## src/rtl/post_norm_pkg.sv

```systemverilog
package post_norm_pkg;

	// ------------------------------
	// Single precision format
	// ------------------------------
	localparam int FRACT_W = 48;
	localparam int MANT_W = 23;
	localparam int HIDDEN_POS = 46;
	localparam int EXP_MAX = 255;
	localparam int EXP_LARGEST = 254;

	typedef logic [7:0] exp_t;
	typedef logic [FRACT_W-1:0] fract_in_t;
	typedef logic [MANT_W-1:0] mant_t;
	typedef logic [5:0] lz_t;
	typedef logic [1:0] rmode_t;

	localparam rmode_t RM_NEAREST = 2'd0;
	localparam rmode_t RM_ZERO = 2'd1;
	localparam rmode_t RM_UP = 2'd2;
	localparam rmode_t RM_DOWN = 2'd3;

	// ------------------------------
	// Register map, word addresses
	// ------------------------------
	localparam int ADR_W = 3;

	localparam logic [ADR_W-1:0] REG_FRACT_HI = 3'd0;
	localparam logic [ADR_W-1:0] REG_FRACT_LO = 3'd1;
	localparam logic [ADR_W-1:0] REG_CTRL = 3'd2;
	localparam logic [ADR_W-1:0] REG_RESULT = 3'd3;
	localparam logic [ADR_W-1:0] REG_STATUS = 3'd4;

	// ------------------------------
	// Bus request and stage payloads
	// ------------------------------
	typedef struct packed {
		logic cyc;
		logic stb;
		logic we;
		logic [ADR_W-1:0] adr;
		logic [31:0] wdata;
	} wb_req_t;

	typedef struct packed {
		logic sign;
		rmode_t rmode;
		exp_t exponent;
		fract_in_t fract;
	} operand_t;

	// Exponent carries one extra bit so overflow stays visible
	typedef struct packed {
		logic sign;
		rmode_t rmode;
		logic [8:0] exponent;
		fract_in_t fract;
		logic sticky;
	} norm_t;

	typedef struct packed {
		logic sign;
		rmode_t rmode;
		logic [8:0] exponent;
		logic hidden;
		mant_t mant;
		logic inexact;
	} rounded_t;

	typedef struct packed {
		logic [31:0] word;
		logic inexact;
		logic overflow;
		logic underflow;
	} result_t;

endpackage

```

## src/rtl/lead_zero_count.sv

```systemverilog
`timescale 1ns/1ns

module lead_zero_count (
	input post_norm_pkg::fract_in_t fract,
	output post_norm_pkg::lz_t lz
);

	// Count is 1 for a leading one at bit 47, 48 for bit 0 or no one at all
	always_comb
	begin
		lz = post_norm_pkg::lz_t'(post_norm_pkg::FRACT_W);
		// Scan upward so the highest set bit decides
		for (int i = 0; i < post_norm_pkg::FRACT_W; i++)
		begin
			if (fract[i])
				lz = post_norm_pkg::lz_t'(post_norm_pkg::FRACT_W - i);
		end
	end

	lz_range: assert final (lz <= post_norm_pkg::lz_t'(post_norm_pkg::FRACT_W))
		else $error("lead_zero_count: count %0d out of range", lz);

endmodule

```

## src/rtl/wb_slave_port.sv

```systemverilog
`timescale 1ns/1ns

module wb_slave_port (
	input logic clk,
	input logic reset,
	input post_norm_pkg::wb_req_t req,
	input post_norm_pkg::result_t result,
	input logic done,
	output logic [31:0] rdata,
	output logic ack,
	output logic launch,
	output post_norm_pkg::operand_t operand
);

	logic access;
	logic write;

	// New cycle seen while ack is low
	assign access = req.cyc & req.stb & ~ack;
	assign write = access & req.we;

	always_ff @(posedge clk)
	begin
		if (reset)
		begin
			ack <= 1'b0;
			launch <= 1'b0;
		end
		else
		begin
			ack <= access;
			launch <= write && (req.adr == post_norm_pkg::REG_CTRL);
		end
	end

	// ------------------------------
	// Operand fields
	// ------------------------------
	// Written in place, stable while launch is high
	always_ff @(posedge clk)
	begin
		if (write)
		begin
			case (req.adr)
				post_norm_pkg::REG_FRACT_HI:
					operand.fract[47:32] <= req.wdata[15:0];
				post_norm_pkg::REG_FRACT_LO:
					operand.fract[31:0] <= req.wdata;
				post_norm_pkg::REG_CTRL:
				begin
					operand.exponent <= req.wdata[7:0];
					operand.sign <= req.wdata[8];
					operand.rmode <= req.wdata[10:9];
				end
				default: ;
			endcase
		end
	end

	// ------------------------------
	// Read mux
	// ------------------------------
	always_comb
	begin
		rdata = '0;
		case (req.adr)
			post_norm_pkg::REG_FRACT_HI:
				rdata[15:0] = operand.fract[47:32];
			post_norm_pkg::REG_FRACT_LO:
				rdata = operand.fract[31:0];
			post_norm_pkg::REG_CTRL:
				rdata[10:0] = {operand.rmode, operand.sign, operand.exponent};
			post_norm_pkg::REG_RESULT:
				rdata = result.word;
			post_norm_pkg::REG_STATUS:
				rdata[3:0] = {result.underflow, result.overflow, result.inexact, done};
			default:
				rdata = '0;
		endcase
	end

	ack_single: assert property (@(posedge clk) disable iff (reset) ack |=> !ack)
		else $error("wb_slave_port: ack held for two cycles");

endmodule

```

## src/rtl/fract_normalize.sv

```systemverilog
`timescale 1ns/1ns

module fract_normalize (
	input logic clk,
	input logic reset,
	input logic launch,
	input post_norm_pkg::operand_t operand,
	output post_norm_pkg::norm_t norm,
	output logic norm_valid
);

	post_norm_pkg::lz_t lz;
	logic fract_zero;
	logic carry;
	logic [8:0] exp_eff;
	logic [8:0] shift_limit;
	logic [5:0] shift_req;
	logic full_shift;
	logic [5:0] shift_amt;
	post_norm_pkg::norm_t norm_next;

	lead_zero_count u_lzc (
		.fract(operand.fract),
		.lz(lz)
	);

	assign fract_zero = (operand.fract == '0);
	assign carry = operand.fract[post_norm_pkg::HIDDEN_POS + 1];

	// Zero exponent behaves as 1 for denormal inputs
	assign exp_eff = (operand.exponent == '0) ? 9'd1 : {1'b0, operand.exponent};

	// ------------------------------
	// Shift amount
	// ------------------------------
	// Distance from the leading one up to the hidden position
	assign shift_req = lz - post_norm_pkg::lz_t'(post_norm_pkg::FRACT_W -
		post_norm_pkg::HIDDEN_POS);

	// Cannot shift below exponent 1
	assign shift_limit = exp_eff - 9'd1;
	assign full_shift = ({3'b0, shift_req} <= shift_limit);
	assign shift_amt = full_shift ? shift_req : shift_limit[5:0];

	always_comb
	begin
		norm_next.sign = operand.sign;
		norm_next.rmode = operand.rmode;
		norm_next.sticky = 1'b0;
		if (carry)
		begin
			norm_next.fract = operand.fract >> 1;
			norm_next.sticky = operand.fract[0];
			norm_next.exponent = exp_eff + 9'd1;
		end
		else
		begin
			norm_next.fract = operand.fract << shift_amt;
			// Limited shift leaves a denormal
			if (fract_zero || !full_shift)
				norm_next.exponent = '0;
			else
				norm_next.exponent = exp_eff - {3'b0, shift_amt};
		end
	end

	// ------------------------------
	// Stage register
	// ------------------------------
	always_ff @(posedge clk)
	begin
		if (reset)
			norm_valid <= 1'b0;
		else
			norm_valid <= launch;
	end

	always_ff @(posedge clk)
	begin
		if (launch)
			norm <= norm_next;
	end

endmodule

```

## src/rtl/round_unit.sv

```systemverilog
`timescale 1ns/1ns

module round_unit (
	input logic clk,
	input logic reset,
	input post_norm_pkg::norm_t norm,
	input logic norm_valid,
	output post_norm_pkg::rounded_t rnd,
	output logic rnd_valid
);

	localparam int GUARD_POS = post_norm_pkg::HIDDEN_POS - post_norm_pkg::MANT_W;

	logic guard_bit;
	logic round_bit;
	logic sticky_bit;
	logic incr;
	logic [24:0] sig_sum;
	post_norm_pkg::rounded_t rnd_next;

	assign guard_bit = norm.fract[GUARD_POS];
	assign round_bit = norm.fract[GUARD_POS - 1];
	assign sticky_bit = (|norm.fract[GUARD_POS-2:0]) | norm.sticky;

	// ------------------------------
	// Increment decision per mode
	// ------------------------------
	always_comb
	begin
		case (norm.rmode)
			post_norm_pkg::RM_NEAREST:
				incr = round_bit & (guard_bit | sticky_bit);
			post_norm_pkg::RM_UP:
				incr = (round_bit | sticky_bit) & ~norm.sign;
			post_norm_pkg::RM_DOWN:
				incr = (round_bit | sticky_bit) & norm.sign;
			default:
				incr = 1'b0;
		endcase
	end

	// Hidden bit plus mantissa, with carry out on top
	assign sig_sum = {1'b0, norm.fract[post_norm_pkg::HIDDEN_POS -: 24]} + {24'b0, incr};

	always_comb
	begin
		rnd_next.sign = norm.sign;
		rnd_next.rmode = norm.rmode;
		rnd_next.hidden = sig_sum[24] | sig_sum[23];
		rnd_next.mant = sig_sum[22:0];
		rnd_next.inexact = round_bit | sticky_bit;
		if (sig_sum[24])
			rnd_next.exponent = norm.exponent + 9'd1;
		else if (norm.exponent == '0 && sig_sum[23])
			rnd_next.exponent = 9'd1; // denormal rounded up into the normal range
		else
			rnd_next.exponent = norm.exponent;
	end

	always_ff @(posedge clk)
	begin
		if (reset)
			rnd_valid <= 1'b0;
		else
			rnd_valid <= norm_valid;
	end

	always_ff @(posedge clk)
	begin
		if (norm_valid)
			rnd <= rnd_next;
	end

	// Exact fractions leave mantissa and exponent untouched
	exact_passes: assert property (@(posedge clk) disable iff (reset)
		norm_valid && !(round_bit || sticky_bit) |=>
		rnd.mant == $past(norm.fract[post_norm_pkg::HIDDEN_POS-1 -: post_norm_pkg::MANT_W]) &&
		rnd.exponent == $past(norm.exponent))
		else $error("round_unit: exact fraction was incremented");

endmodule

```

## src/rtl/result_pack.sv

```systemverilog
`timescale 1ns/1ns

module result_pack (
	input logic clk,
	input logic reset,
	input post_norm_pkg::rounded_t rnd,
	input logic rnd_valid,
	input logic launch,
	output post_norm_pkg::result_t result,
	output logic done
);

	logic ovf;
	logic to_inf;
	post_norm_pkg::exp_t exp_final;
	post_norm_pkg::mant_t mant_final;
	post_norm_pkg::result_t result_next;

	assign ovf = (rnd.exponent >= 9'(post_norm_pkg::EXP_MAX));

	// Modes that round away from the largest finite value
	assign to_inf = (rnd.rmode == post_norm_pkg::RM_NEAREST) ||
		(rnd.rmode == post_norm_pkg::RM_UP && !rnd.sign) ||
		(rnd.rmode == post_norm_pkg::RM_DOWN && rnd.sign);

	// ------------------------------
	// Saturation and flags
	// ------------------------------
	always_comb
	begin
		if (ovf)
		begin
			exp_final = to_inf ? post_norm_pkg::exp_t'(post_norm_pkg::EXP_MAX) :
				post_norm_pkg::exp_t'(post_norm_pkg::EXP_LARGEST);
			mant_final = to_inf ? '0 : '1;
		end
		else
		begin
			exp_final = rnd.exponent[7:0];
			mant_final = rnd.mant;
		end
		result_next.word = {rnd.sign, exp_final, mant_final};
		result_next.inexact = rnd.inexact | ovf;
		result_next.overflow = ovf;
		// Hidden bit clear means the result stayed denormal
		result_next.underflow = ~rnd.hidden & rnd.inexact;
	end

	always_ff @(posedge clk)
	begin
		if (reset)
		begin
			result <= '0;
			done <= 1'b0;
		end
		else
		begin
			if (rnd_valid)
				result <= result_next;
			// Launch wins, done then refers to the newest operation
			if (launch)
				done <= 1'b0;
			else if (rnd_valid)
				done <= 1'b1;
		end
	end

endmodule

```

## src/rtl/post_norm_top.sv

```systemverilog
`timescale 1ns/1ns

module post_norm_top (
	input logic clk,
	input logic reset,
	input logic wb_cyc,
	input logic wb_stb,
	input logic wb_we,
	input logic [post_norm_pkg::ADR_W-1:0] wb_adr,
	input logic [31:0] wb_wdata,
	output logic [31:0] wb_rdata,
	output logic wb_ack
);

	post_norm_pkg::wb_req_t wb_req;
	post_norm_pkg::operand_t operand;
	post_norm_pkg::norm_t norm;
	post_norm_pkg::rounded_t rnd;
	post_norm_pkg::result_t result;
	logic launch;
	logic norm_valid;
	logic rnd_valid;
	logic done;

	assign wb_req = '{cyc: wb_cyc, stb: wb_stb, we: wb_we, adr: wb_adr, wdata: wb_wdata};

	wb_slave_port u_port (
		.clk(clk),
		.reset(reset),
		.req(wb_req),
		.result(result),
		.done(done),
		.rdata(wb_rdata),
		.ack(wb_ack),
		.launch(launch),
		.operand(operand)
	);

	// Three stage pipeline
	fract_normalize u_norm (
		.clk(clk),
		.reset(reset),
		.launch(launch),
		.operand(operand),
		.norm(norm),
		.norm_valid(norm_valid)
	);

	round_unit u_round (
		.clk(clk),
		.reset(reset),
		.norm(norm),
		.norm_valid(norm_valid),
		.rnd(rnd),
		.rnd_valid(rnd_valid)
	);

	result_pack u_pack (
		.clk(clk),
		.reset(reset),
		.rnd(rnd),
		.rnd_valid(rnd_valid),
		.launch(launch),
		.result(result),
		.done(done)
	);

endmodule

```

## config.mk

```make
export PLATFORM = sky130hd
export DESIGN_NAME = post_norm_top
export DESIGN_NICKNAME = d
export VERILOG_FILES = /design/src/rtl/post_norm_pkg.sv /design/src/rtl/lead_zero_count.sv /design/src/rtl/wb_slave_port.sv /design/src/rtl/fract_normalize.sv /design/src/rtl/round_unit.sv /design/src/rtl/result_pack.sv /design/src/rtl/post_norm_top.sv
export SDC_FILE = /design/constraint.sdc
export NUM_CORES = 1
export LEC_CHECK = 0
export ABC_AREA = 1
export BUFFER_PORTS_ARGS = -buffer_cell sky130_fd_sc_hd__clkbuf_2
export CAP_MARGIN = 20
export CORE_MARGIN = 2
export CORE_UTILIZATION = 25
export DETAILED_ROUTE_END_ITERATION = 12
export GPL_ROUTABILITY_DRIVEN = 0
export PLACE_DENSITY = 0.46
export SLEW_MARGIN = 10
export SYNTH_ARGS = -nofsm -noshare
export SYNTH_HDL_FRONTEND = slang
export SYNTH_SLANG_ARGS = --single-unit
```

## constraint.sdc

```tcl
create_clock -name clk -period 6.6 [get_ports clk]
set_input_delay 1.32 -clock clk [delete_from_list [all_inputs] [get_ports clk]]
set_output_delay 1.32 -clock clk [all_outputs]
set_load 0.01 [all_outputs]
```

# Word-level counts from Yosys, hierarchy flattened
# Index checks and enable logic that the tools add are counted.
word_totals:
  reg_bits: 196
  latchBits: 0
  ram_bits: 0
  romBits: 0
  inputBits: 40
  output_inout_bits: 33
  elab_cells: 140
  n_memories: 0
op_classes:
  add_sub_neg: 6
  multipliers: 0
  div: 0
  order_cmp: 2
  eq_ne: 8
  n_shift: 1
  n_mux: 62
  bitwise: 15
  n_reduce_logical: 20
ops:
  columns: ["operator", "count"]
  rows:
  - ["2-to-1 mux 6 bit", 47]
  - ["2-to-1 mux 57 bit", 1]
  - ["zero test 48 bit", 1]
  - ["<< shifter 48 x 6 -> 48 bit", 1]
  - ["2-to-1 mux 23 bit", 2]
  - ["one-hot mux 16 bit (2 select lines)", 1]
  - ["one-hot mux 7 bit (4 select lines)", 1]
  - ["2-to-1 mux 9 bit", 3]
  - ["adder 24 x 1 -> 25 bit", 1]
  - ["OR reduction 22 bit", 1]
  - ["one-hot mux 4 bit (5 select lines)", 1]
  - ["adder 9 x 1 -> 9 bit (second input constant)", 2]
  - ["2-to-1 mux 8 bit", 2]
  - ["one-hot mux 5 bit (3 select lines)", 1]
  - ["greater-or-equal comparator 9 x 8 -> 1 bit (second input constant)", 1]
  - ["<= comparator 6 x 9 -> 1 bit", 1]
  - ["zero test 9 bit", 1]
  - ["subtractor 9 x 1 -> 9 bit (second input constant)", 1]
  - ["subtractor 9 x 6 -> 9 bit", 1]
  - ["== test 2 bit (second input constant)", 4]
  - ["zero test 8 bit", 1]
  - ["bitwise AND 1 bit", 7]
  - ["== test 3 x 2 -> 1 bit (second input constant)", 2]
  - ["AND reduction 2 bit", 3]
  - ["14 further kinds", 27]

# Longest topological paths before layout
logic_depth:
  depth_word: 53
  mapped_depth: 65
  ltp_nobuf: 64

# Cells and area by module
# A second synthesis with hierarchy kept.
unflattened:
  cells_unflattened: 1894
  hier_area_um2: 13409.1
modules_own_cells:
  columns: ["mod", "n_inst", "cells_per_inst", "area_each_um2", "seq_area_each_um2"]
  rows:
  - ["fract_normalize", 1, 1016, 6312.3, 1851.8]
  - ["wb_slave_port", 1, 257, 2677.6, 1811.7]
  - ["round_unit", 1, 212, 2112.0, 1131.1]
  - ["result_pack", 1, 242, 1609.0, 720.7]
  - ["lead_zero_count", 1, 167, 698.2, 0.0]

# Worst setup path after synthesis
# Ideal clock, no wire load.
synth_timing:
  path_kind: "reg2reg"
  start: "reg, netlist name u_port.operand[4]"
  end: "reg, netlist name u_norm.norm[55]"
  setup_ps: 267
  arrival_time_ps: 5479
  required_ps: 6333
  slack_ps: 853
  stages_incl_launch_ff: 43
  n_path_buf: 2
  period_less_slack_ps: 5747
  path_cell_list: "edfxtp_1 > inv_1 > a311oi_1 > o311ai_0 > nand3_1 > nand3_1 > nand3_1 > nand3_1 > nand3_1 > nand3_1 > nand3_1 > nand3_1 > nand3_1 > nand2_1 > nand3_1 > nand3_1 > nand3_1 > nand3_1 > [... 7 more ...] > ha_1 > nand4_1 > o221ai_1 > a21o_1 > nand3_1 > o21ai_1 > inv_1 > clkbuf_1 > buf_2 > ha_1 > nand2_1 > nor2_1 > a211oi_1 > nor2_1 > o21ai_0 > nand2_1 > xor2_1 > o22ai_1"

==> key figures <==
Route
  • DR DRC count: 0
  • Wire per inst: 22.6 microns
  • Routed wire length: 50300 microns
  • Drt first pass iters: 6
  • Vias post-DR: 12000
  • Drt via density: 5.40
  • Routed Antenna Nets: 0
  • Detailed Route Iter0 Violations: 1480

Synth
  • Simple logic cell fraction of the synthesized area: 30.5%
  • Adder-cell share of the synthesized area: 2.12%
  • Syn Area/Cell: 7.83 sq um
  • Mapped Cells: 1554
  • Cell variety after synth: 50
  • Main area contributors after synthesis: edfxtp_1, nand3_1, nand2_1, dfxtp_1, inv_1
  • Synth Warn #: 0
  • Number of synthesized flops with an enable pin: 156
  • Synth Net Count: 1614
  • Asr flop ratio synth: 0%
  • Mux contribution to synthesized area: 0%
  • Largest family of logic cells by synthesized area: simple AND/OR/NAND/NOR gates
  • Synth top area share: 38.5%
  • Synth area leader: edfxtp_1
  • Yosys reg bits: 196
  • Complex-gate fraction of the synthesized area: 11.1%
  • XOR/XNOR share of the synthesized area: 2.81%
  • Post-Syn Area: 12200 sq um
  • Top FF cell, synth: edfxtp_1
  • Count leader, synth: nand2_1
  • Seq/Total Area, Yosys: 45.1%
  • Most instantiated cells after synthesis: nand2_1, nand3_1, inv_1

Layout
  • Post-layout util: 29.2%
  • Antenna cells: 0
  • Share of cells above drive strength 1: 10.8%
  • Fin cells: 2230
  • Final instance area: 14000 sq um
  • Layout Nets: 1662
  • Area grow syn2layout: 14.9%

Power
  • Combinational power share: 5.5%
  • Switching pwr: 0.650 mW
  • Leak pwr: 5.86 nW
  • Clock share of power: 42.9%
  • Sw frac: 25.2%
  • Internal: 1.93 mW
  • Flop pwr share: 51.6%
  • Power Total: 2.58 mW
  • PD cells: 184 nW/um^2
  • Maximum vdd drop: 0.130 mV

Floorplanning
  • Core area: 47800 sq um
  • I/O pins: 73
  • Die X: 225 microns
  • Starting Density: 25.4%
  • Die H: 225 microns
  • Full die area: 50400 sq um
  • # rows: 80

STA
  • Final setup violation count: 0
  • Final Hold Vio Count: 0
  • Post-route setup TNS: 0 ns
  • Worst slew pin tran: 1.05 ns
  • Worst hold margin: 0.473 ns
  • Final period util: 93.0%
  • RSZ-0062 raised after global routing: yes
  • Clock Skews: 0.0208 ns
  • Fin. max-slew vios: 0
  • Fin crit period: 6.14 ns
  • Worst relative slew slack: 30.2%
  • Max Clock Freq: 0.163 GHz
  • Worst Slack Setup Final: 0.461 ns

CTS
  • Clk buf depth: 2
  • Clk root buf: clkbuf_16
  • Worst-Skew Late Latency: 0.48 ns
  • CTS Sinks: 196
  • TritonCTS clock tree: yes
  • # H-tree levels: 4
  • CTS Buf Count: 17
  • Clock transition at the registers of the reported paths: 0.09 ns

Worst hold path
  • Hold worst-path end: u_pack.result[26]
  • Worst Hold Depth: 2
  • Worst min path class: reg -> reg
  • Min-delay src: u_pack.result[26]

GRT
  • First-pass GRT wire length: 73900 microns
  • Largest net degree at the start of global routing: 63
  • Antenna violations before repair: 4
  • All-layer global routing usage: 20.0%
  • Total congestion overflow: 0
  • Number of global-route vias before repair: 11200

Setup path
  • CP endpoint kind: flop
  • Crit path depth: 40
  • Crit path DAT: 6.44 ns
  • Slowest cell delay on critical path: 0.46 ns
  • CP top delay family: simple AND/OR/NAND/NOR gates
  • Crit-path max FO: 14
  • FF-to-FF setup slack: 0.46 ns
  • Top cell by count, worst path: nand3_1
  • Buf/Inv on CP: 5
  • Slowest stage cell, crit path: edfxtp_1
  • R2R depth: 40
  • Critical path required time: 6.90 ns
  • CP Class: reg -> reg
  • Worst reg2reg path endpoint: u_norm.norm[56]
  • Crit Reg-Reg Startpoint: u_port.operand[1]
  • Worst setup SP type: flop

Place
  • Instance area at placement: 13300 sq um
  • Post-DP HPWL: 37000 microns
  • Pre-CTS WS: 0.258 ns
  • Placed cells: 2195
  • Buffers on Ports: 72

Run
  • Max_cap viols: 0

Status
  • Status: finished clean
## what timing repair did
item / 4_1_cts / 5_1_grt
gates resized for setup: 0 / 24
hold endpoints to repair: 0 / 0
setup buffers: 0 / 3
hold buffers: 0 / 0
setup endpoints to repair: 0 / 52
## power groups by stage
stage | logic, mW | clock network (mW) | registers (mW)
CTS | 0.137 | 1.13 | 1.33
finish | 0.141 | 1.11 | 1.33
detailed placement | 0.136 | 0 | 1.36
global route | 0.153 | 1.18 | 1.33
floorplan | 0.0762 | 0 | 1.36
global placement | 0.136 | 0 | 1.36
## registers in the layout, indices dropped and copies added (netlist names), 35 cells and up
name            cells
u_port.operand     59
u_pack.result      35
u_norm.norm        60
u_round.rnd        37
## logic make-up after synthesis
| family | count (synthesis) |
|---|---|
| DFF | 196 |
| xor gates and xnor gates | 39 |
| adders and majority gates | 20 |
| buffers and inverters | 258 |
| AOI/OAI and AO/OA | 213 |
| and+or+nand+nor | 828 |
## metal layers
metal  GRT usage (%)  routed length [microns]  up-vias  share of wire, %
met5               0                        0        -                 0
met4            8.35                     1980        0               3.9
met3            5.60                     5310      120                11
met2            29.3                    21000      678                42
met1            27.7                    22000     5719                44
li1                -                        -     5517                 -
## worst register-to-register path, delay by kind of cell (launching register included)
| family | cells | cell delay (ns) |
|---|---|---|
| compound gates | 6 | 1.24 |
| buf+inv | 5 | 0.84 |
| flops | 1 | 0.46 |
| simple gates | 25 | 2.36 |
| xor+xnor | 2 | 0.34 |
| fa+ha+maj | 2 | 0.74 |
## cells in the final DEF (no fill, tap or decap), drive strengths merged, types with 2 or more instances in the layout
master / Yosys / routed
inv: 174 / 181
nor4: 16 / 16
clkbuf: 57 / 93
buf: 25 / 39
o211ai: 28 / 28
dfxtp: 40 / 40
edfxtp: 156 / 156
o41ai: 2 / 2
nand3b: 3 / 3
a31oi: 2 / 2
a21oi: 29 / 29
o21ai: 74 / 74
ha: 19 / 19
xor2: 22 / 22
xnor2: 17 / 17
nand3: 344 / 344
o221ai: 25 / 25
o32ai: 2 / 2
o22ai: 31 / 31
a22oi: 11 / 11
nor3: 14 / 14
clkinv: 2 / 5
nand4: 18 / 18
nor2: 61 / 61
nand2: 368 / 368
## how the worst max path moves through the flow
stage | from | to
after floorplan | u_port.operand[4] | u_norm.norm[55]
after global placement | u_port.operand[2] | u_norm.norm[55]
after detailed placement | u_port.operand[1] | u_norm.norm[56]
after CTS | u_port.operand[1] | u_norm.norm[56]
after global routing | u_port.operand[1] | u_norm.norm[56]
final | u_port.operand[1] | u_norm.norm[56]
## cell type report
type                       count  area (sq um)
multi-input combinational   1100          5740
timing repair buffer         111           701
fill                        5145         33900
clock buffer                  21           493
inverter                     176           669
tap                          615           769
clock inverter                11           116
sequential                   196          5490
Note: power is estimated with default switching activity, not from simulation.
